$ cat src/mem_pkg.sv
package mem_pkg;

   // data path
   localparam int XLEN   = 32;   // data and byte address width
   localparam int CTRL_W = 3;    // {unsigned, size[1:0]}

   // size codes in ctrl[1:0]
   localparam logic [1:0] SIZE_BYTE = 2'd0;
   localparam logic [1:0] SIZE_HALF = 2'd1;
   localparam logic [1:0] SIZE_WORD = 2'd2;

   // ctrl bit that selects zero extension on loads
   localparam int CTRL_UNSIGNED_BIT = 2;

   // word memory geometry
   localparam int MEM_WORDS = 1024;
   localparam int MEM_AW    = 10;   // word index, byte address bits 11:2
   localparam int MASK_W    = 4;    // one bit per byte lane

   // memory busy timing, in clk cycles
   localparam int BUSY_CNT_W = 3;
   localparam logic [BUSY_CNT_W-1:0] MEM_LATENCY    = 3'd3;
   localparam logic [BUSY_CNT_W-1:0] REFRESH_CYCLES = 3'd4;

   // refresh timer
   // request after REFRESH_INTERVAL, late once the count passes REFRESH_LIMIT
   localparam int REFRESH_CNT_W = 10;
   localparam logic [REFRESH_CNT_W-1:0] REFRESH_INTERVAL = 10'd200;
   localparam logic [REFRESH_CNT_W-1:0] REFRESH_LIMIT    = 10'd405;

endpackage

$ cat src/unaligned_access_ctrl.sv
`timescale 1ns/1ps

module unaligned_access_ctrl (
   input  logic                       clk,
   input  logic                       rst_x,
   // user side
   input  logic                       i_rd_en,
   input  logic                       i_wr_en,
   input  logic [mem_pkg::XLEN-1:0]   i_addr,
   input  logic [mem_pkg::XLEN-1:0]   i_data,
   input  logic [mem_pkg::CTRL_W-1:0] i_ctrl,
   output logic [mem_pkg::XLEN-1:0]   o_data,
   output logic                       o_busy,
   // word memory side
   input  logic [mem_pkg::XLEN-1:0]   i_mem_rdata,
   input  logic                       i_mem_busy,
   output logic                       o_mem_rd,
   output logic                       o_mem_we,
   output logic [mem_pkg::MEM_AW-1:0] o_mem_addr,
   output logic [mem_pkg::XLEN-1:0]   o_mem_wdata,
   output logic [mem_pkg::MASK_W-1:0] o_mem_mask,
   output logic                       o_mem_refresh,
   // refresh timer
   input  logic                       i_refresh_req,
   output logic                       o_refresh_ack
);

   typedef enum logic [2:0] {
      S_IDLE,
      S_ISSUE1,     // first word strobe
      S_WAIT1,
      S_ISSUE2,     // next word, spilled bytes only
      S_WAIT2,
      S_REF_WAIT
   } state_t;

   state_t r_state;

   // latched request
   logic                          r_wr;
   logic [1:0]                    r_off;
   logic [mem_pkg::CTRL_W-1:0]    r_ctrl;
   logic [mem_pkg::MEM_AW-1:0]    r_widx;
   logic [2*mem_pkg::XLEN-1:0]    r_wdata;   // store data shifted across two words
   logic [2*mem_pkg::MASK_W-1:0]  r_mask;    // byte mask across two words
   logic [mem_pkg::XLEN-1:0]      r_rdata1;  // first word of a split load

   logic                          w_accept;
   logic                          w_two;
   logic                          w_load_done;
   logic [mem_pkg::XLEN-1:0]      w_sized;
   logic [mem_pkg::MASK_W-1:0]    w_size_mask;
   logic [mem_pkg::XLEN-1:0]      w_lo;
   logic [mem_pkg::XLEN-9:0]      w_hi;
   logic [2*mem_pkg::XLEN-9:0]    w_merged;
   logic [mem_pkg::XLEN-1:0]      w_load_val;

   assign w_accept = (r_state == S_IDLE) && (i_rd_en || i_wr_en);
   assign w_two    = (r_mask[2*mem_pkg::MASK_W-1:mem_pkg::MASK_W] != '0);

   // trim store data and build the lane mask by size
   always_comb begin
      case (i_ctrl[1:0])
         mem_pkg::SIZE_BYTE: begin
            w_sized     = {24'h0, i_data[7:0]};
            w_size_mask = 4'b0001;
         end
         mem_pkg::SIZE_HALF: begin
            w_sized     = {16'h0, i_data[15:0]};
            w_size_mask = 4'b0011;
         end
         default: begin
            w_sized     = i_data;
            w_size_mask = 4'b1111;
         end
      endcase
   end

   always_ff @(posedge clk) begin
      if (!rst_x) begin
         r_state <= S_IDLE;
      end else begin
         case (r_state)
            S_IDLE: begin
               if (i_rd_en || i_wr_en) begin
                  r_state <= S_ISSUE1;
               end else if (i_refresh_req) begin
                  r_state <= S_REF_WAIT;   // refresh only when no user request
               end
            end
            S_ISSUE1: r_state <= S_WAIT1;
            S_WAIT1: begin
               if (!i_mem_busy) begin
                  r_state <= w_two ? S_ISSUE2 : S_IDLE;
               end
            end
            S_ISSUE2: r_state <= S_WAIT2;
            S_WAIT2: begin
               if (!i_mem_busy) begin
                  r_state <= S_IDLE;
               end
            end
            S_REF_WAIT: begin
               if (!i_mem_busy) begin
                  r_state <= S_IDLE;
               end
            end
            default: r_state <= S_IDLE;
         endcase
      end
   end

   always_ff @(posedge clk) begin
      if (w_accept) begin
         r_wr    <= !i_rd_en;   // read wins a double strobe
         r_off   <= i_addr[1:0];
         r_ctrl  <= i_ctrl;
         r_widx  <= i_addr[mem_pkg::MEM_AW+1:2];
         r_wdata <= {32'h0, w_sized} << {i_addr[1:0], 3'b000};
         r_mask  <= {4'b0000, w_size_mask} << i_addr[1:0];
      end else if (r_state == S_WAIT1 && !i_mem_busy) begin
         r_widx   <= r_widx + 1'b1;   // wraps past the last word
         r_rdata1 <= i_mem_rdata;
      end
   end

   // ISSUE states and IDLE are entered only once the memory is free
   assign o_mem_rd      = (r_state == S_ISSUE1 || r_state == S_ISSUE2) && !r_wr;
   assign o_mem_we      = (r_state == S_ISSUE1 || r_state == S_ISSUE2) && r_wr;
   assign o_mem_refresh = (r_state == S_IDLE) && !i_rd_en && !i_wr_en && i_refresh_req;
   assign o_refresh_ack = o_mem_refresh;
   assign o_mem_addr    = r_widx;
   assign o_mem_wdata   = (r_state == S_ISSUE2) ? r_wdata[63:32] : r_wdata[31:0];
   assign o_mem_mask    = (r_state == S_ISSUE2) ? r_mask[7:4] : r_mask[3:0];

   assign o_busy = (r_state != S_IDLE);

   // first word merged with the low three bytes of the next one
   assign w_lo     = (r_state == S_WAIT2) ? r_rdata1 : i_mem_rdata;
   assign w_hi     = (r_state == S_WAIT2) ? i_mem_rdata[23:0] : 24'h0;
   assign w_merged = {w_hi, w_lo} >> {r_off, 3'b000};

   always_comb begin
      case (r_ctrl[1:0])
         mem_pkg::SIZE_BYTE: begin
            if (r_ctrl[mem_pkg::CTRL_UNSIGNED_BIT]) begin
               w_load_val = {24'h0, w_merged[7:0]};
            end else begin
               w_load_val = {{24{w_merged[7]}}, w_merged[7:0]};
            end
         end
         mem_pkg::SIZE_HALF: begin
            if (r_ctrl[mem_pkg::CTRL_UNSIGNED_BIT]) begin
               w_load_val = {16'h0, w_merged[15:0]};
            end else begin
               w_load_val = {{16{w_merged[15]}}, w_merged[15:0]};
            end
         end
         default: w_load_val = w_merged[31:0];
      endcase
   end

   assign w_load_done = !i_mem_busy && !r_wr &&
                        ((r_state == S_WAIT1 && !w_two) || r_state == S_WAIT2);

   // held until the next load completes
   always_ff @(posedge clk) begin
      if (w_load_done) begin
         o_data <= w_load_val;
      end
   end

   // FSM must only strobe into a free memory
   a_mem_free: assert property (@(posedge clk) disable iff (!rst_x)
      (o_mem_rd || o_mem_we || o_mem_refresh) |-> !i_mem_busy)
      else $error("memory strobe while memory busy");

   a_user_proto: assert property (@(posedge clk) disable iff (!rst_x)
      (i_rd_en || i_wr_en) |-> !o_busy)
      else $error("user strobe while controller busy");

endmodule

$ cat config.mk
export PLATFORM = sky130hd
export DESIGN_NAME = unaligned_access_ctrl
export DESIGN_NICKNAME = d
export VERILOG_FILES = /design/src/mem_pkg.sv /design/src/unaligned_access_ctrl.sv
export SDC_FILE = /design/constraint.sdc
export NUM_CORES = 1
export LEC_CHECK = 0
export ABC_AREA = 1
export BUFFER_PORTS_ARGS = -buffer_cell sky130_fd_sc_hd__buf_2
export CAP_MARGIN = 25
export CORE_AREA = 8 8 171 173
export CTS_BUF_LIST = sky130_fd_sc_hd__clkbuf_4
export DETAILED_ROUTE_END_ITERATION = 8
export DIE_AREA = 0 0 179 181
export SLEW_MARGIN = 20
export SYNTH_ARGS = -nofsm -noshare
export SYNTH_HDL_FRONTEND = slang
export SYNTH_SLANG_ARGS = --single-unit
$ cat constraint.sdc
create_clock -name clk -period 5.1 [get_ports clk]
set_input_delay 1.02 -clock clk [delete_from_list [all_inputs] [get_ports clk]]
set_output_delay 1.02 -clock clk [all_outputs]
set_load 0.1 [all_outputs]
==> metrics, run 1 <==
postcts setup bufs=0; die height=181 um; hpwl dp=16500 um; die area=0.0324 mm^2; Final Hold Viols=0; nets@finish=1173; metal3 WL=2020 um; Top FF cell, synth=edfxtp_1; Seq/Total Area, Yosys=55.5%; GRT Total Usage=14.4%; Critical Path RT=4.08 ns; Slew Limit Fails=0; commonest non-fill, non-tap cell in the layout=nand2_1; initial antenna violation count=2; Routed Antenna Nets=0; worst hold slack=0.555 ns; final std cells w/o fill=1423; post-route clock period utilization=79.3%; Final WS setup=1.06 ns; sw frac=55.3%; Syn Area/Cell=8.53 um^2; post-synthesis register bit count=146; 1st-iter DRT viols=661; pre-CTS setup slack=1.62 ns; RSZ-0062 raised after global routing=false; synthesis-to-layout area growth=17.9%; Critical Path AT=3.02 ns; Internal=2.68 mW; FILL cells=2771; CTS clock-pin slew for the worst setup and hold paths=0.14 ns; DR WL/cell=16.7 um; CTS tree=done; post-CTS sizing=0; hold buffers post-CTS=0; worst skew pair latency=0.56 ns; clock power share=13.7%; fraction of layout instances using a drive strength above 1=21.2%; first-pass GRT wire length=36600 um; startpoint types=register; hold crit path type=register to register; sw power=3.32 mW; max layer used=met4; clk_skew=0.0271 ns; Synth area leaders=edfxtp_1, nand2_1, nand3_1; Mapped Cells=919; sequential share of power=32.4%; clock tree sinks=146; cell row count=60; WL met1=10000 um; # DRC=0; Slew HR=34.2%; vias in the first global route=6831; Post-synth ARST share=0%; vias=6938; Max-cap violations=0; core footprint=0.0265 mm^2; CTS buffer count=17; Root Driver=clkbuf_4; slowest stage delay, CP=0.65 ns; Post-synth EDFFs=143; Cell Chain, Critical Path=buf_4, inv_1, nand3_1, inv_1, buf_4, nand2_1, nand2_1, buf_2; fmax=247 MHz; Mapped Nets=1025; largest net degree at the start of global routing=70; share of the synthesized area in the top cell type=54.8%; routability cong.=0.880; Initial Util=29.6%; Leakage=4.17 nW; Synth Warn #=0; CP endpoint kind=primary output; htree depth=4; final WL=23700 um; WL met2=11000 um; crit-path max FO=23; setup violators final=0; Vias/cell=4.88; total grt overflow=0; DR pass1 iterations=6; Pwr Density=649 mW/mm^2; combinational share of power=53.9%; Tmin final=4.04 ns; Post-Syn Area=0.00784 mm^2; Tot Pwr=6.00 mW; Ports=188; most frequent cells in the layout=nand2_1, buf_2, edfxtp_1, nand3_1, inv_1; setup TNS=0 ns; critical path class=register to primary output; post-synth top area cell=edfxtp_1; Netlist cell types=37; die width=179 um; status=finished, final reports clean; CP max-delay cell=inv_1; peak supply drop=0.498 mV; PortBufs=167; worst-margin pin slew=0.984 ns; clock tree buffer depth=2; placed insts=1389
registers in the layout (all words and copies together), names as in the netlist:
| name | count |
|---|---|
| r_rdata1 | 32 |
| r_off | 2 |
| r_state | 3 |
| o_data | 32 |
| r_wdata | 56 |
| r_ctrl | 3 |
| r_mask | 7 |
| r_wr | 1 |
| o_mem_addr | 10 |
metrics by stage:
step | util, % | cell area, um^2
6_report | 34.9 | 9240
2_1_floorplan | - | 7840
3_3_place_gp | 33.6 | 8910
4_1_cts | 34.8 | 9240
3_5_place_dp | 33.7 | 8920
5_1_grt | 34.9 | 9240
cells by family after synthesis:
| logic type | Yosys count | share of synthesized area [%] |
|---|---|---|
| AND/OR/NAND/NOR | 508 | 27.5 |
| flip-flops | 146 | 55.5 |
| buffers and inverters | 143 | 8.24 |
| AO/OA/AOI/OAI | 114 | 7.74 |
| multiplexers | 4 | 0.511 |
| XOR/XNOR | 3 | 0.335 |
| adder cells (fa/ha/maj) | 1 | 0.160 |
power groups by stage:
stage          Clock, mW  Combinational, mW  Sequential [mW]
3_3_place_gp           0               3.23             1.97
3_5_place_dp           0               3.25             1.98
5_1_grt            0.887               3.45             1.99
6_report           0.822               3.23             1.95
4_1_cts            0.850               3.26             1.95
2_1_floorplan          0               2.22             2.38
Yosys cell counts, drive strengths merged (2+ instances only):
master,n
a21oi,6
a31oi,2
buf,35
clkbuf,16
clkinv,3
dfxtp,3
edfxtp,143
inv,89
mux2i,4
nand2,291
nand3,132
nand4,4
nor2,71
nor3,5
o21ai,86
o21bai,2
o22ai,16
or2,2
xnor2,2
area by class of cell:
cell class                 count  area [um^2]  share of cell area, %
inverter                      92          345                   3.74
tap                          341          427                   4.62
multi-input combinational    630         2850                   30.9
clock inverter                15          186                   2.02
timing repair buffer         180          941                   10.2
antenna                        2         5.00                 0.0542
sequential                   146         4350                   47.1
clock buffer                  17          128                   1.38
routing by layer:
layer | vias up | track usage (%)
met5 | - | 0
met4 | 0 | 5.82
met3 | 41 | 3.54
met2 | 327 | 23.1
met1 | 3202 | 18.2
li1 | 3368 | -
worst paths after layout:
kind / from / endpoint / slack [ns] / cells after the start
min: r_state[1] / r_state[1] / 0.55 / 2
max: r_state[2] / o_mem_wdata[15] / 1.06 / 8
min reg2reg: r_state[1] / r_state[1] / 0.55 / 2
max reg2reg: r_state[0] / r_wdata[20] / 2.41 / 4
critical path: cells and delay by family, from the launching register on:
kind | cells | cell delay (ns)
buf+inv | 5 | 1.81
flops | 1 | 0.32
simple gates | 3 | 0.33
(Power assumes the default switching activity.)
==> inputs of run 2 (changes only) <==
clock period = 3.3 ns   (was 5.1 ns; I/O delays follow)
==> run 2 against run 1 <==
Against the previous run:
- critical endpoint is now o_mem_wdata[22]
- non-clock buffer count rose by 4
- global-route usage rose by 0.28 points
- clock power rose by 62%
- highest routed layer is now met5
- total power rose by 70%
- via count fell by 0.29%
==> metrics, run 2 (same netlist as run 1, synthesis figures left out) <==
nets@finish=1177 (+0.34%); total grt overflow=0 (unchanged); die height=181 um (unchanged); final std cells w/o fill=1426 (+0.21%); critical path class=register to primary output; Hold Path End=r_rdata1[8]; most frequent cells in the layout=nand2_1, edfxtp_1, buf_2, nand3_1, inv_1; DR WL/cell=16.8 um (+0.52%); largest net degree at the start of global routing=72 (+2.9%); placed insts=1393 (+0.29%); worst skew pair latency=0.56 ns (about the same); Slew Limit Fails=0 (unchanged); Hold Startpoint=i_mem_rdata[8]; Final WS setup=0.520 ns (-0.536 ns); crit-path max FO=33 (+43%); RSZ-0062 raised after global routing=false; setup violators final=0 (unchanged); Vias/cell=4.85 (-0.50%); startpoint types=register; Pwr Density=1030 mW/mm^2 (+59%); # DRC=0 (unchanged); Critical Path AT=2.12 ns (-0.90 ns); Critical Path RT=2.64 ns (-1.44 ns); final core occ=37.2% (+2.4 points); reg2reg end=o_data[21]; vias in the first global route=6902 (+1.0%); Initial Util=29.6% (unchanged); die width=179 um (unchanged); final WL=23900 um (+0.73%); Routed Antenna Nets=0 (unchanged); die area=0.0324 mm^2 (unchanged); first-pass GRT wire length=37200 um (+1.7%); Leakage=4.39 nW (+5.2%); CP endpoint kind=primary output; flop-to-flop setup slack=1.02 ns (-1.39 ns); initial antenna violation count=1 (-1); worst-margin pin slew=1.01 ns (+0.0255 ns); status=finished, final reports clean; core footprint=0.0265 mm^2 (unchanged); CTS clock-pin slew for the worst setup and hold paths=0.15 ns (about the same); fraction of layout instances using a drive strength above 1=21.6% (+0.38 points); Largest register FFs=56 (unchanged); DR pass1 iterations=8 (+2); CP most frequent cell=nand2_1; synthesis-to-layout area growth=25.9%; post-CTS sizing=0 (unchanged); routability cong.=0.921 (+4.7%); Slew HR=32.5% (-1.7 points); Tot Pwr=10.2 mW (+70%); clk_skew=0.0340 ns (+0.00689 ns); post-route clock period utilization=84.2%; Buf+Inv Stages, Crit Path=3 (-2); R2R cell count=7 (+3); PortBufs=167 (unchanged); hold buffers post-CTS=0 (unchanged); postcts setup bufs=0 (unchanged); CTS tree=done; pre-CTS setup slack=0.805 ns (-0.817 ns); hold crit path type=primary input to register; GRT Total Usage=14.7% (+0.28 points); fmax=360 MHz; cell row count=60 (unchanged); worst reg2reg startpoint=r_state[0]; htree depth=4 (unchanged); Cell Chain, Critical Path=nand3_1, inv_1, buf_4, nand2_1, nand2_1, buf_12; Ports=188 (unchanged); Final Hold Viols=0 (unchanged); Biggest register=r_wdata; cell family with the largest share of critical-path delay=buffers and inverters; slowest stage delay, CP=0.51 ns (-0.14 ns); CP max-delay cell=dfxtp_1; peak supply drop=0.708 mV (+42%); 1st-iter DRT viols=640 (-3.2%); largest registers=r_wdata (56), o_data (32), r_rdata1 (32); Root Driver=clkbuf_4; clock tree buffer depth=2 (unchanged); CTS buffer count=17 (unchanged); vias=6918 (-0.29%); hold path cells=1 (-1); hpwl dp=17000 um (+3.0%); Max-cap violations=0 (unchanged); Tmin final=2.78 ns; clock tree sinks=146 (unchanged); commonest non-fill, non-tap cell in the layout=nand2_1
==> run 2: cell count changes in the layout (fill, tap and decap cells not counted), sizes merged <==
cell,before,now
bufinv,2,3
inv,98,97
buf,180,184
clkinv,7,6
clkbuf,17,18
diode,2,1
==> run 2: metal layers <==
metal / global-route usage [%] / part of all wire, %
met1: 17.7 / 41
met2: 24.1 / 48
met3: 4.69 / 8.5
met4: 5.06 / 2.5
met5: 0 / 0.042
==> run 2: area by class of cell <==
type / count / area (um^2)
multi-input cells: 630 / 2860
fillers: 2760 / 16600
flip-flops and latches: 146 / 4350
clock inverters: 14 / 194
clock buffers: 18 / 135
repair buffers: 184 / 1550
inverters: 92 / 345
diodes: 1 / 2.50
well taps: 341 / 427
==> run 2: worst register-to-register path: stages, from the launching register on <==
cell and delay, ns:
dfxtp_1 0.41, nor2_4 0.40, buf_4 0.28, nand3_1 0.12
nand3_1 0.11, nand3_1 0.15, nand3_2 0.38, nand3_1 0.15
==> run 2: worst max path at each step <==
stage	to	slack, ns	from	cells past startpoint
after CTS	o_mem_wdata[11]	0.43	r_state[0]	6
after global placement	o_refresh_ack	0.79	i_wr_en	6
after global routing	o_mem_wdata[22]	0.32	r_state[0]	6
after floorplan	o_mem_mask[0]	-0.34	r_state[2]	4
after detailed placement	o_mem_refresh	0.81	i_wr_en	6
final	o_mem_wdata[22]	0.52	r_state[0]	6
==> run 2: power by group <==
part / internal, mW / switching, mW / total, mW
logic: 1.57 / 4.26 / 5.83
clock network: 0.565 / 0.766 / 1.33
registers: 2.79 / 0.224 / 3.01
==> run 2: metrics by stage <==
| step | hold WS (ns) | setup TNS (ns) | cell area, um^2 |
|---|---|---|---|
| finish | 0.291 | 0 | 9870 |
| floorplan | 0.506 | -1.28 | 7850 |
| global placement | 0.527 | 0 | 9540 |
| detailed placement | 0.539 | 0 | 9540 |
| global route | 0.236 | 0 | 9860 |
| CTS | 0.239 | 0 | 9860 |
