[src/mem_pkg.sv]
package mem_pkg;

   // data path
   localparam int XLEN   = 32;   // data and byte address width
   localparam int CTRL_W = 3;    // {unsigned, size[1:0]}

   // size codes in ctrl[1:0]
   localparam logic [1:0] SIZE_BYTE = 2'd0;
   localparam logic [1:0] SIZE_HALF = 2'd1;
   localparam logic [1:0] SIZE_WORD = 2'd2;

   // ctrl bit that selects zero extension on loads
   localparam int CTRL_UNSIGNED_BIT = 2;

   // word memory geometry
   localparam int MEM_WORDS = 1024;
   localparam int MEM_AW    = 10;   // word index, byte address bits 11:2
   localparam int MASK_W    = 4;    // one bit per byte lane

   // memory busy timing, in clk cycles
   localparam int BUSY_CNT_W = 3;
   localparam logic [BUSY_CNT_W-1:0] MEM_LATENCY    = 3'd3;
   localparam logic [BUSY_CNT_W-1:0] REFRESH_CYCLES = 3'd4;

   // refresh timer
   // request after REFRESH_INTERVAL, late once the count passes REFRESH_LIMIT
   localparam int REFRESH_CNT_W = 10;
   localparam logic [REFRESH_CNT_W-1:0] REFRESH_INTERVAL = 10'd200;
   localparam logic [REFRESH_CNT_W-1:0] REFRESH_LIMIT    = 10'd405;

endpackage

[src/refresh_timer.sv]
`timescale 1ns/1ps

module refresh_timer (
   input  logic clk,
   input  logic rst_x,
   input  logic i_refresh_ack,
   output logic o_refresh_req,
   output logic o_late_refresh
);

   logic [mem_pkg::REFRESH_CNT_W-1:0] r_cnt;

   always_ff @(posedge clk) begin
      if (!rst_x) begin
         r_cnt          <= '0;
         o_late_refresh <= 1'b0;
      end else begin
         if (i_refresh_ack) begin
            r_cnt <= '0;
         end else if (r_cnt != '1) begin
            r_cnt <= r_cnt + 1'b1;   // saturates at all ones
         end
         if (r_cnt > mem_pkg::REFRESH_LIMIT) begin
            o_late_refresh <= 1'b1;   // sticky until reset
         end
      end
   end

   // held until the controller acknowledges
   assign o_refresh_req = (r_cnt >= mem_pkg::REFRESH_INTERVAL);

   // controller must only refresh on our request
   a_ack_with_req: assert property (@(posedge clk) disable iff (!rst_x)
      i_refresh_ack |-> o_refresh_req)
      else $error("refresh ack without pending request");

endmodule

[config.mk]
export PLATFORM = sky130hd
export DESIGN_NAME = refresh_timer
export DESIGN_NICKNAME = d
export VERILOG_FILES = /design/src/mem_pkg.sv /design/src/refresh_timer.sv
export SDC_FILE = /design/constraint.sdc
export NUM_CORES = 1
export LEC_CHECK = 0
export BUFFER_PORTS_ARGS = -buffer_cell sky130_fd_sc_hd__clkbuf_2
export CAP_MARGIN = 20
export CORE_AREA = 2 2 39 41
export CTS_BUF_LIST = sky130_fd_sc_hd__clkbuf_4
export CTS_CLUSTER_SIZE = 8
export DETAILED_ROUTE_END_ITERATION = 8
export DIE_AREA = 0 0 41 43
export PLACE_DENSITY_LB_ADDON = 0.25
export SETUP_SLACK_MARGIN = 0.15
export SYNTH_ARGS = -nofsm -noshare
export SYNTH_HDL_FRONTEND = slang
export SYNTH_SLANG_ARGS = --single-unit
[constraint.sdc]
create_clock -name clk -period 3.66 [get_ports clk]
set_input_delay 0.732 -clock clk [delete_from_list [all_inputs] [get_ports clk]]
set_output_delay 0.732 -clock clk [all_outputs]
set_load 0.01 [all_outputs]
==> results of run 1 <==
-- final timing paths --
kind | end | slack (ns) | from
worst max-delay path | o_refresh_req | 1.71 | r_cnt[3]
worst min register to register | o_late_refresh | 0.53 | o_late_refresh
worst min-delay path | o_late_refresh | 0.53 | o_late_refresh
worst max register to register | r_cnt[1] | 2.19 | r_cnt[0]
-- cells in the mapped netlist, drive strengths merged, types with 2 or more instances --
cell type   n
dfxtp      11
ha          4
a21oi       3
o311ai      2
nor4        4
a211oi      3
nand3       6
a31oi       4
nor3        3
nand2       5
buf         4
inv         4
nor2        2
and3        2
o21ai       4
-- power by group through the flow --
stage          clock network, mW  logic [mW]  registers, mW
4_1_cts                   0.0934     0.00825          0.122
2_1_floorplan                  0     0.00516          0.125
5_1_grt                   0.0992     0.00969          0.122
6_report                  0.0902     0.00827          0.122
3_3_place_gp                   0     0.00808          0.125
3_5_place_dp                   0     0.00816          0.125
-- registers in the layout (all words and copies together) (netlist names) --
name / cells
o_late_refresh: 1
r_cnt: 10
-- logic make-up (layout without fill, tap and decap cells) --
logic type	after synthesis	in the layout	share of synthesized area [%]
flops	11	11	34.44
compound gates	22	22	24.85
buf+inv	9	12	8.020
fa+ha+maj	4	4	7.828
simple gates	29	29	24.86
-- metal layers --
layer	track usage, %	vias up
met4	8.667	0
met1	25.73	270
li1	-	298
met5	0	-
met3	3.141	2
met2	25.31	29
-- area by class of cell --
class | count | area share [%]
inverter | 4 | 2.230
clock buffer | 4 | 4.461
tap | 16 | 2.974
multi-input combinational | 55 | 54.65
timing repair buffer | 4 | 2.974
sequential | 11 | 32.71
-- worst max-delay path: cells and delay by family (launching register included) --
kind | cells | cell delay [ns]
flip-flops | 1 | 0.38
buffers and inverters | 1 | 0.13
AND/OR/NAND/NOR | 1 | 0.08
AO/OA/AOI/OAI | 1 | 0.36
==> Implementation_results.wiki, run 1 <==
{| class="wikitable"
! Metric !! Value
|-
| Final weighted congestion in routability-driven placement || a little under 0.9
|-
| #FFs+latches synth || 11
|-
| Switching power total || roughly 0.047 mW
|-
| Count of TritonRoute iterations in the first routing pass || 4
|-
| Initial cell density of the core || approximately 46%
|-
| Placement Cell Area || approximately 640 µm²
|-
| Residual overflow from global routing || 0
|-
| Avg WL per Cell || ~14 µm
|-
| Die Ht || between 40 and 50 µm
|-
| DRC || 0
|-
| Share of total power in the clock network || between 40% and 50%
|-
| Core ar. || ~0.0014 mm²
|-
| Number of gates given a new drive strength after cts || 0
|-
| Number of nets produced by synthesis || 82
|-
| Area of the multi-input gates || between 300 and 400 µm²
|-
| Power density relative to cell area || around 330 mW/mm²
|-
| Design internal power || between 0.15 and 0.2 mW
|-
| Total routing resource utilization after global routing || between 10% and 20%
|-
| Final Hold Slack || approximately 0.53 ns
|-
| Time the final worst path needs with I/O delays and setup || just under 2 ns
|-
| PortBufs || 4
|-
| Post-DR vias/cell || 6.372
|-
| Setup TNS Final || 0 ns
|-
| M1 WL || around 630 µm
|-
| Yosys warnings || 0
|-
| Cts-stage hold buffer count || 0
|-
| Part of the Yosys area used for sequential elements || 34.44%
|-
| Share of the core filled with cells in the final layout || approximately half
|-
| # Max-Cap Violations || 0
|-
| Synthesized instance count || 75
|-
| Leakage dissipation || around 0.22 nW
|-
| Final setup violation count || 0
|-
| Synthesized area divided by synthesized cell count || 8.525 µm²
|-
| Number of nets in the layout || 86
|-
| Library cell used as clock root buffer || sky130_fd_sc_hd__clkbuf_4
|-
| Global-route wire length before repair || about 2200 µm
|-
| Insertion delay to the later sink of the worst-skew pair || between 0.2 and 0.3 ns
|-
| Slew of the pin with the lowest slew margin || ~0.38 ns
|-
| Final clock skew || roughly 0.0071 ns
|-
| Fraction of power spent switching nets || 21.37%
|-
| Fmax achieved || between 500 and 600 MHz
|-
| Data arrival, critical path || 1.22 ns
|-
| Class of the most critical hold timing path || reg2reg
|-
| Slowest cell on the critical path || sky130_fd_sc_hd__dfxtp_1
|-
| Horizontal extent of the die || roughly 40 µm
|-
| Post-route cell area || about 670 µm²
|-
| Top_reg_cell synth || sky130_fd_sc_hd__dfxtp_1
|-
| Status || complete, no violations
|-
| Vias in the first global route || approximately 490
|-
| Via total after detailed routing || 599
|-
| Total I/O pin count || 5
|-
| Final wirelength || about 1300 µm
|-
| Synthesized cell area || ~640 µm²
|-
| Most frequent standard cell in the layout excluding fill and tap cells || sky130_fd_sc_hd__dfxtp_1
|-
| Area growth from synthesis to layout || 5.284%
|-
| Hold Path Stages || 2
|-
| Pin count of the biggest net entering global routing || 11
|-
| Half-perimeter wire length after detailed placement || approximately 960 µm
|-
| Share of the synthesized area in the top cell type || between 30 and 40%
|-
| Clock H-tree levels || 1
|-
| Unrepaired setup endpoints after global routing || no
|-
| FFs w/ async S/R, synth || 0%
|-
| Maximum ir drop on the vdd rail || between 0.00015 and 0.0002 V
|-
| Part of the cycle the worst path needs || between 50 and 60%
|-
| Number of distinct library cell variants in the gate-level netlist after synthesis || 31
|-
| Antenna diode count || 0
|-
| Fin cells || 94
|-
| Metal2 WL || about 590 µm
|-
| Total met3 wirelength after detailed routing || between 80 and 90 µm
|-
| Number of cell rows || 14
|-
| Count of antenna-violating nets left after detailed routing || 0
|-
| Overall power of the completed layout || 0.2205 mW
|-
| Kind of end point of the critical path || primary output
|-
| Post-CTS setup-driven buffer insertion count || 0
|-
| Max-slew headroom at the worst pin || around 74%
|-
| Area of the die || around 0.0018 mm²
|-
| Critical-path maximum fanout || 10
|-
| Place WS || about 2.0 ns
|-
| Worst-path clk slew || around 0.060 ns
|-
| Part of the total power dissipated in combinational logic || under 10%
|-
| Max-slew violation count || 0
|-
| Number of synthesized flops with an enable pin || 0
|-
| Clk sinks || 11
|-
| Clock tree from TritonCTS || built
|-
| Data required, critical path || 2.93 ns
|-
| Buffers from clock root to sink, at most || 2
|-
| Part of the total power dissipated in sequential elements || 55.4%
|-
| Ranking of synthesized cells by area || sky130_fd_sc_hd__dfxtp_1 34%, sky130_fd_sc_hd__ha_1 7.8%, sky130_fd_sc_hd__nand3_1 4.7%, sky130_fd_sc_hd__a31oi_1 3.9%, sky130_fd_sc_hd__nor4_1 3.9%
|-
| Number of DRC markers in iteration 0 || 35
|-
| Delay contributed by the slowest stage of the critical path || 0.38 ns
|-
| Fraction of final layout cells sized beyond drive strength 1 || 11.54%
|-
| Startpoint types || register
|-
| TritonCTS Buffers || 3
|-
| Cell count of the worst reg-to-reg path || 4
|-
| CP cell instances || o311ai_0 > nand2_1 > clkbuf_2
|-
| Highest metal used || met4
|-
| Most frequent cells in the layout || 11 x sky130_fd_sc_hd__dfxtp_1, 6 x sky130_fd_sc_hd__nand3_1, 5 x sky130_fd_sc_hd__nand2_1
|-
| Yosys top cell by area || sky130_fd_sc_hd__dfxtp_1
|-
| Reg area || 220.2 µm²
|-
| Initial antenna violation count || 0
|-
| Total instance count after detailed placement || 90
|-
| # fillers || approximately 140
|-
| Critical path class || reg2out
|-
| Final-report hold violation count || 0
|-
| Slack of the critical path || 1.707 ns
|}
(Power assumes the default switching activity.)
==> inputs of run 2 (changes only) <==
- clock period: 3.66 -> 1.7 ns (I/O delays scaled with it)
==> run 2 against run 1 <==
  * Clock skew grew 0.00070 ns
  * Worst hold slack lost 0.23 ns
  * Count of clock-buffer cells in the layout is the same
  * Sequential power grew 120%
  * Combinational power grew 120%
  * Via count shrank 1.0%
  * Cell area grew 2.8%
  * Cell count is the same
  * Core utilization grew 1.4 points
  * Routed wire length grew 6.2%
  * Total power grew 120%
  * Critical path type is now reg2reg
==> Implementation_results.wiki, run 2 (same netlist as run 1, synthesis figures left out) <==
{| class="wikitable"
! Metric !! Value
|-
| Status || complete, no violations (unchanged)
|-
| Critical path class || reg2reg (was reg2out)
|-
| Worst-path clk slew || 0.08 ns (was 0.06 ns)
|-
| Most frequent standard cell in the layout excluding fill and tap cells || sky130_fd_sc_hd__dfxtp_1 (unchanged)
|-
| Cts-stage hold buffer count || 0 (unchanged)
|-
| R2r endpoint || r_cnt[1] (unchanged)
|-
| Launch instance of the worst register-to-register path || r_cnt[0] (unchanged)
|-
| Critical-path maximum fanout || 6 (was 10)
|-
| Pin count of the biggest net entering global routing || 11 (unchanged)
|-
| Design internal power || 0.3731 mW (was 0.1734 mW)
|-
| Switching power total || 0.1014 mW (was 0.04713 mW)
|-
| Class of the most critical hold timing path || in2reg (was reg2reg)
|-
| Capturing element of the worst setup path || r_cnt[1] (was o_refresh_req)
|-
| Fmax achieved || around 670 MHz
|-
| Half-perimeter wire length after detailed placement || 977.3 µm (was 959.9 µm)
|-
| Area growth from synthesis to layout || 8.219% (was 5.284%)
|-
| Initial antenna violation count || 0 (unchanged)
|-
| Leakage dissipation || 0.2264 nW (was 0.2240 nW)
|-
| Place WS || 0.2488 ns (was 1.988 ns)
|-
| Insertion delay to the later sink of the worst-skew pair || 0.27 ns (about the same)
|-
| Number of nets in the layout || 86 (unchanged)
|-
| Library cell used as clock root buffer || sky130_fd_sc_hd__clkbuf_4 (unchanged)
|-
| Post-DR vias/cell || 6.309 (was 6.372)
|-
| Number of cell rows || 14 (unchanged)
|-
| Avg WL per Cell || 15.00 µm (was 14.13 µm)
|-
| Part of the cycle the worst path needs || 88.13%
|-
| Clock tree from TritonCTS || built (unchanged)
|-
| Power density relative to cell area || 685.8 mW/mm² (was 327.6 mW/mm²)
|-
| Max-slew headroom at the worst pin || 75.19% (was 74.41%)
|-
| Part of the total power dissipated in combinational logic || 3.8% (about the same)
|-
| Fraction of final layout cells sized beyond drive strength 1 || 19.23% (was 11.54%)
|-
| Maximum ir drop on the vdd rail || 0.0002850 V (was 0.0001827 V)
|-
| Data arrival, critical path || 1.63 ns (was 1.22 ns)
|-
| Unrepaired setup endpoints after global routing || no (unchanged)
|-
| Clock H-tree levels || 1 (unchanged)
|-
| Launching element of the worst setup path || r_cnt[0] (was r_cnt[3])
|-
| Global-route wire length before repair || 2339 µm (was 2166 µm)
|-
| Hold Path Origin || rst_x (was o_late_refresh)
|-
| Setup TNS Final || 0 ns (unchanged)
|-
| Antenna diode count || 0 (unchanged)
|-
| Final Hold Slack || 0.3043 ns (was 0.5326 ns)
|-
| Startpoint types || register (unchanged)
|-
| Final weighted congestion in routability-driven placement || 0.8879 (was 0.8858)
|-
| Final-report hold violation count || 0 (unchanged)
|-
| DRC || 0 (unchanged)
|-
| Final wirelength || 1410 µm (was 1328 µm)
|-
| Final setup violation count || 0 (unchanged)
|-
| Residual overflow from global routing || 0 (unchanged)
|-
| Buffers from clock root to sink, at most || 2 (unchanged)
|-
| Area of the die || 0.001763 mm² (unchanged)
|-
| Fraction of power spent switching nets || 21.37% (about the same)
|-
| Data required, critical path || 1.83 ns (was 2.93 ns)
|-
| Die Ht || 43 µm (unchanged)
|-
| Largest registers || r_cnt: 10 flops, o_late_refresh: 1 flops (unchanged)
|-
| Final clock skew || 0.007840 ns (was 0.007140 ns)
|-
| Post-CTS setup-driven buffer insertion count || 0 (unchanged)
|-
| Count of antenna-violating nets left after detailed routing || 0 (unchanged)
|-
| # Max-Cap Violations || 0 (unchanged)
|-
| Max-slew violation count || 0 (unchanged)
|-
| Clk sinks || 11 (unchanged)
|-
| Core ar. || 0.001384 mm² (unchanged)
|-
| Total routing resource utilization after global routing || 19.07% (was 18.04%)
|-
| Time the final worst path needs with I/O delays and setup || approximately 1.5 ns
|-
| Slack of the critical path || 0.2017 ns (was 1.707 ns)
|-
| Most frequent cells in the layout || 8 x sky130_fd_sc_hd__dfxtp_1, 6 x sky130_fd_sc_hd__nand3_1, 5 x sky130_fd_sc_hd__nand2_1 (was 11 x sky130_fd_sc_hd__dfxtp_1, 6 x sky130_fd_sc_hd__nand3_1, 5 x sky130_fd_sc_hd__nand2_1)
|-
| Kind of end point of the critical path || register (was primary output)
|-
| PortBufs || 4 (unchanged)
|-
| Vias in the first global route || 512 (was 487)
|-
| Via total after detailed routing || 593 (was 599)
|-
| Count of TritonRoute iterations in the first routing pass || 4 (unchanged)
|-
| Horizontal extent of the die || 41 µm (unchanged)
|-
| Part of the total power dissipated in sequential elements || 55.3% (was 55.4%)
|-
| Share of total power in the clock network || 40.9% (about the same)
|-
| Total I/O pin count || 5 (unchanged)
|-
| Largest register FFs || 10 (unchanged)
|-
| Slew of the pin with the lowest slew margin || 0.3674 ns (was 0.3830 ns)
|-
| Register with the most flip-flops || r_cnt (unchanged)
|-
| Initial cell density of the core || 46.20% (unchanged)
|-
| Cell count of the worst reg-to-reg path || 4 (unchanged)
|-
| Number of DRC markers in iteration 0 || 23 (was 35)
|-
| TritonCTS Buffers || 3 (unchanged)
|-
| R2R Setup Slk || 0.20 ns (was 2.19 ns)
|}
run 2: cell counts in the layout (fill, tap and decap cells not counted):
No cell type changed its count.
run 2: per-stage QoR:
| step | std cells | util, % | power (mW) | cell area, µm² |
|---|---|---|---|---|
| after global routing | 94 | 50.00 | 0.4986 | 691.9 |
| after detailed placement | 90 | 46.47 | 0.2862 | 643.1 |
| after global placement | 90 | 46.47 | 0.2857 | 643.1 |
| final | 94 | 50.00 | 0.4745 | 691.9 |
| after CTS | 94 | 48.64 | 0.4822 | 673.1 |
| after floorplan | 75 | - | 0.2792 | 639.4 |
run 2: layout make-up:
| class | instances | area (µm²) |
|---|---|---|
| well taps | 16 | 20.02 |
| flip-flops and latches | 11 | 224.0 |
| fillers | 141 | 691.9 |
| repair buffers | 4 | 20.02 |
| clock buffers | 4 | 30.03 |
| inverters | 4 | 15.01 |
| multi-input cells | 55 | 382.9 |
run 2: layer usage:
| metal | wire length, µm | vias up | GRT usage [%] |
|---|---|---|---|
| met5 | 0 | - | 0 |
| met1 | 689 | 275 | 29.74 |
| li1 | - | 296 | - |
| met2 | 627 | 18 | 23.75 |
| met4 | 29 | 0 | 8.667 |
| met3 | 64 | 4 | 4.712 |
run 2: timing repair:
action	in CTS	in global routing
hold endpoints to repair	0	0
endpoints found under the setup margin	1	7
resized for setup	1	6
run 2: power groups by stage:
| stage | Combinational, mW | Clock, mW | Sequential, mW |
|---|---|---|---|
| 6_report | 0.0179 | 0.194 | 0.263 |
| 5_1_grt | 0.0201 | 0.215 | 0.263 |
| 4_1_cts | 0.0176 | 0.202 | 0.263 |
| 3_5_place_dp | 0.0175 | 0 | 0.269 |
| 3_3_place_gp | 0.0173 | 0 | 0.268 |
| 2_1_floorplan | 0.0111 | 0 | 0.268 |
run 2: worst min path at each step:
stage,to,cells past startpoint
after global placement,o_late_refresh,2
after CTS,o_late_refresh,3
after floorplan,o_late_refresh,2
after global routing,o_late_refresh,3
after detailed placement,o_late_refresh,2
final,o_late_refresh,3
run 2: critical path: stages (launching register included):
cell and delay [ns]:
sky130_fd_sc_hd__dfxtp_1 0.41, sky130_fd_sc_hd__ha_1 0.27, sky130_fd_sc_hd__nand2_1 0.14, sky130_fd_sc_hd__o311ai_0 0.41
sky130_fd_sc_hd__o31ai_1 0.13
==> inputs of run 3 (changes only) <==
--- a/constraint.sdc
+++ b/constraint.sdc
@@ -3,2 +3,2 @@
 set_output_delay 0.34 -clock clk [all_outputs]
-set_load 0.01 [all_outputs]
+set_load 0.02 [all_outputs]
==> run 3 against run 2 <==
  * Clock skew decreased by 0.00086 ns
  * Sequential power about the same
  * Routed wire length increased by 4.1%
  * Maximum frequency increased by 0.70%
  * Die area unchanged
  * Critical path depth unchanged
  * Sequential share of layout area decreased by 0.22 points
  * Global-route usage unchanged
  * Flip-flop and latch count unchanged
  * Count of clock-buffer cells in the layout unchanged
  * Core utilization increased by 0.90 points
  * Critical endpoint unchanged
  * Largest cell class unchanged
  * Highest routed layer unchanged
==> Implementation_results.wiki, run 3 (same netlist as run 1, synthesis figures left out) <==
{| class="wikitable"
! Metric !! Value
|-
| Status || complete, no violations (unchanged)
|-
| Clock tree from TritonCTS || built (unchanged)
|-
| Most frequent standard cell in the layout excluding fill and tap cells || sky130_fd_sc_hd__dfxtp_1 (unchanged)
|-
| Die Ht || 43 µm (unchanged)
|-
| Total routing resource utilization after global routing || 19.07% (unchanged)
|-
| Initial cell density of the core || 46.20% (unchanged)
|-
| # fillers || 142 (was 141)
|-
| Number of nets in the layout || 87 (was 86)
|-
| Data arrival, critical path || 1.62 ns (was 1.63 ns)
|-
| Launch instance of the worst register-to-register path || r_cnt[0] (unchanged)
|-
| Critical-path maximum fanout || 6 (unchanged)
|-
| Largest registers || r_cnt: 10 flops, o_late_refresh: 1 flops (unchanged)
|-
| Global-route wire length before repair || 2339 µm (unchanged)
|-
| Area growth from synthesis to layout || 10.18% (was 8.219%)
|-
| Power density relative to cell area || 673.8 mW/mm² (was 685.8 mW/mm²)
|-
| Count of TritonRoute iterations in the first routing pass || 4 (unchanged)
|-
| DRC || 0 (unchanged)
|-
| Slew of the pin with the lowest slew margin || 0.3803 ns (was 0.3674 ns)
|-
| Part of the cycle the worst path needs || 87.52% (was 88.13%)
|-
| Horizontal extent of the die || 41 µm (unchanged)
|-
| Antenna diode count || 0 (unchanged)
|-
| M1 WL || 680 µm (was 689 µm)
|-
| Hold Path Stages || 3 (unchanged)
|-
| Launching element of the worst setup path || r_cnt[0] (unchanged)
|-
| Residual overflow from global routing || 0 (unchanged)
|-
| Fmax achieved || 672.1 MHz (was 667.4 MHz)
|-
| Final clock skew || 0.006975 ns (was 0.007840 ns)
|-
| Avg WL per Cell || 15.45 µm (was 15.00 µm)
|-
| Time the final worst path needs with I/O delays and setup || 1.488 ns (was 1.498 ns)
|-
| Maximum ir drop on the vdd rail || 0.0002580 V (was 0.0002850 V)
|-
| Metal2 WL || 653 µm (was 627 µm)
|-
| R2r endpoint || r_cnt[1] (unchanged)
|-
| R2R Setup Slk || 0.21 ns (was 0.20 ns)
|-
| Startpoint types || register (unchanged)
|-
| Final wirelength || 1468 µm (was 1410 µm)
|-
| Worst-path clk slew || 0.08 ns (about the same)
|-
| Cell count of the worst reg-to-reg path || 4 (unchanged)
|-
| Total I/O pin count || 5 (unchanged)
|-
| Critical path class || reg2reg (unchanged)
|-
| Delay contributed by the slowest stage of the critical path || 0.41 ns (about the same)
|-
| Post-DR vias/cell || 6.189 (was 6.309)
|-
| Area of the die || 0.001763 mm² (unchanged)
|-
| Cts-stage hold buffer count || 0 (unchanged)
|-
| Count of antenna-violating nets left after detailed routing || 0 (unchanged)
|-
| Clock H-tree levels || 1 (unchanged)
|-
| Final weighted congestion in routability-driven placement || 0.8879 (unchanged)
|-
| Buffers from clock root to sink, at most || 2 (unchanged)
|-
| Initial antenna violation count || 0 (unchanged)
|-
| Sum of buffers and inverters on the critical path || 0 (unchanged)
|-
| Pin count of the biggest net entering global routing || 11 (unchanged)
|-
| Top cell family by delay on the critical path || compound AO/OA/AOI/OAI gates (unchanged)
|-
| Register with the most flip-flops || r_cnt (unchanged)
|-
| Number of cell rows || 14 (unchanged)
|-
| Hold Path Origin || rst_x (unchanged)
|-
| Setup TNS Final || 0 ns (unchanged)
|-
| Kind of end point of the critical path || register (unchanged)
|-
| PortBufs || 4 (unchanged)
|-
| Slowest cell on the critical path || sky130_fd_sc_hd__dfxtp_1 (unchanged)
|-
| Most frequent cells in the layout || 8 x sky130_fd_sc_hd__dfxtp_1, 6 x sky130_fd_sc_hd__nand3_1, 5 x sky130_fd_sc_hd__nand2_1 (unchanged)
|-
| Highest metal used || met4 (unchanged)
|-
| Overall power of the completed layout || 0.4746 mW (was 0.4745 mW)
|-
| Fraction of final layout cells sized beyond drive strength 1 || 20.25% (was 19.23%)
|-
| CP cell instances || ha_1 > nand2_1 > o311ai_0 > o31ai_1 (unchanged)
|-
| Max-slew violation count || 0 (unchanged)
|-
| # Max-Cap Violations || 0 (unchanged)
|-
| Clk sinks || 11 (unchanged)
|-
| Core ar. || 0.001384 mm² (unchanged)
|-
| TritonCTS Buffers || 3 (unchanged)
|-
| Insertion delay to the later sink of the worst-skew pair || 0.27 ns (about the same)
|-
| Unrepaired setup endpoints after global routing || no (unchanged)
|-
| Class of the most critical hold timing path || in2reg (unchanged)
|-
| Final-report hold violation count || 0 (unchanged)
|-
| Library cell used as clock root buffer || sky130_fd_sc_hd__clkbuf_4 (unchanged)
|-
| Leakage dissipation || 0.2330 nW (was 0.2264 nW)
|-
| Total met3 wirelength after detailed routing || 105 µm (was 64 µm)
|-
| Vias in the first global route || 512 (unchanged)
|-
| Via total after detailed routing || 588 (was 593)
|-
| Final setup violation count || 0 (unchanged)
|-
| Number of DRC markers in iteration 0 || 13 (was 23)
|-
| Area of the multi-input gates || 382.9 µm² (unchanged)
|-
| Data required, critical path || 1.83 ns (about the same)
|-
| WHS Endpoint || o_late_refresh (unchanged)
|-
| Half-perimeter wire length after detailed placement || 977.3 µm (unchanged)
|-
| Max-slew headroom at the worst pin || 74.60% (was 75.19%)
|-
| Largest register FFs || 10 (unchanged)
|-
| Reg area || 226.5 µm² (was 224.0 µm²)
|}
==> run 3: cell types whose count changed in the layout (fill, tap and decap cells not counted), sizes merged <==
| cell | before | now |
|---|---|---|
| clkbuf | 8 | 7 |
| buf | 0 | 2 |
==> run 3: report_power, final <==
part	internal, mW	switching (mW)
sequential	0.258	0.00291
clock	0.107	0.0892
combinational	0.00684	0.0110
==> run 3: metrics by stage <==
stage | utilization, % | area [µm²] | worst slack, ns | hold slack [ns] | instances
2_1_floorplan | - | 639.4 | 0.3597 | 0.4584 | 75
3_3_place_gp | 46.47 | 643.1 | 0.2030 | 0.5176 | 90
3_5_place_dp | 46.47 | 643.1 | 0.2488 | 0.5280 | 90
4_1_cts | 48.73 | 674.4 | 0.1881 | 0.2987 | 94
5_1_grt | 50.90 | 704.4 | 0.1454 | 0.3092 | 95
6_report | 50.90 | 704.4 | 0.2122 | 0.3014 | 95
==> run 3: cell type report <==
class | count | area share, %
clock buffers | 4 | 4.263
well taps | 16 | 2.842
repair buffers | 5 | 4.263
inverters | 4 | 2.131
multi-input cells | 55 | 54.35
flip-flops and latches | 11 | 32.15
==> run 3: tightest hold or removal path: stages <==
cell and delay (ns):
sky130_fd_sc_hd__clkbuf_2 0.09, sky130_fd_sc_hd__inv_1 0.05, sky130_fd_sc_hd__a221oi_1 0.04
==> run 3: repair_timing <==
action,in CTS,in global routing
endpoints found under the setup margin,1,7
pin swaps,0,0
buffers inserted,0,1
gates resized for setup,2,8
==> run 3: per-layer routing <==
metal	vias up	GRT usage, %
li1	295	-
met5	-	0
met4	0	8.667
met1	268	29.74
met3	4	4.712
met2	21	23.75
==> run 3: worst max path at each step <==
stage / slack (ns) / depth (start not counted) / endpoint
2_1_floorplan: 0.36 / 5 / r_cnt[9]
3_3_place_gp: 0.20 / 4 / r_cnt[1]
3_5_place_dp: 0.25 / 4 / r_cnt[1]
4_1_cts: 0.19 / 3 / o_refresh_req
5_1_grt: 0.15 / 3 / o_refresh_req
6_report: 0.21 / 4 / r_cnt[1]
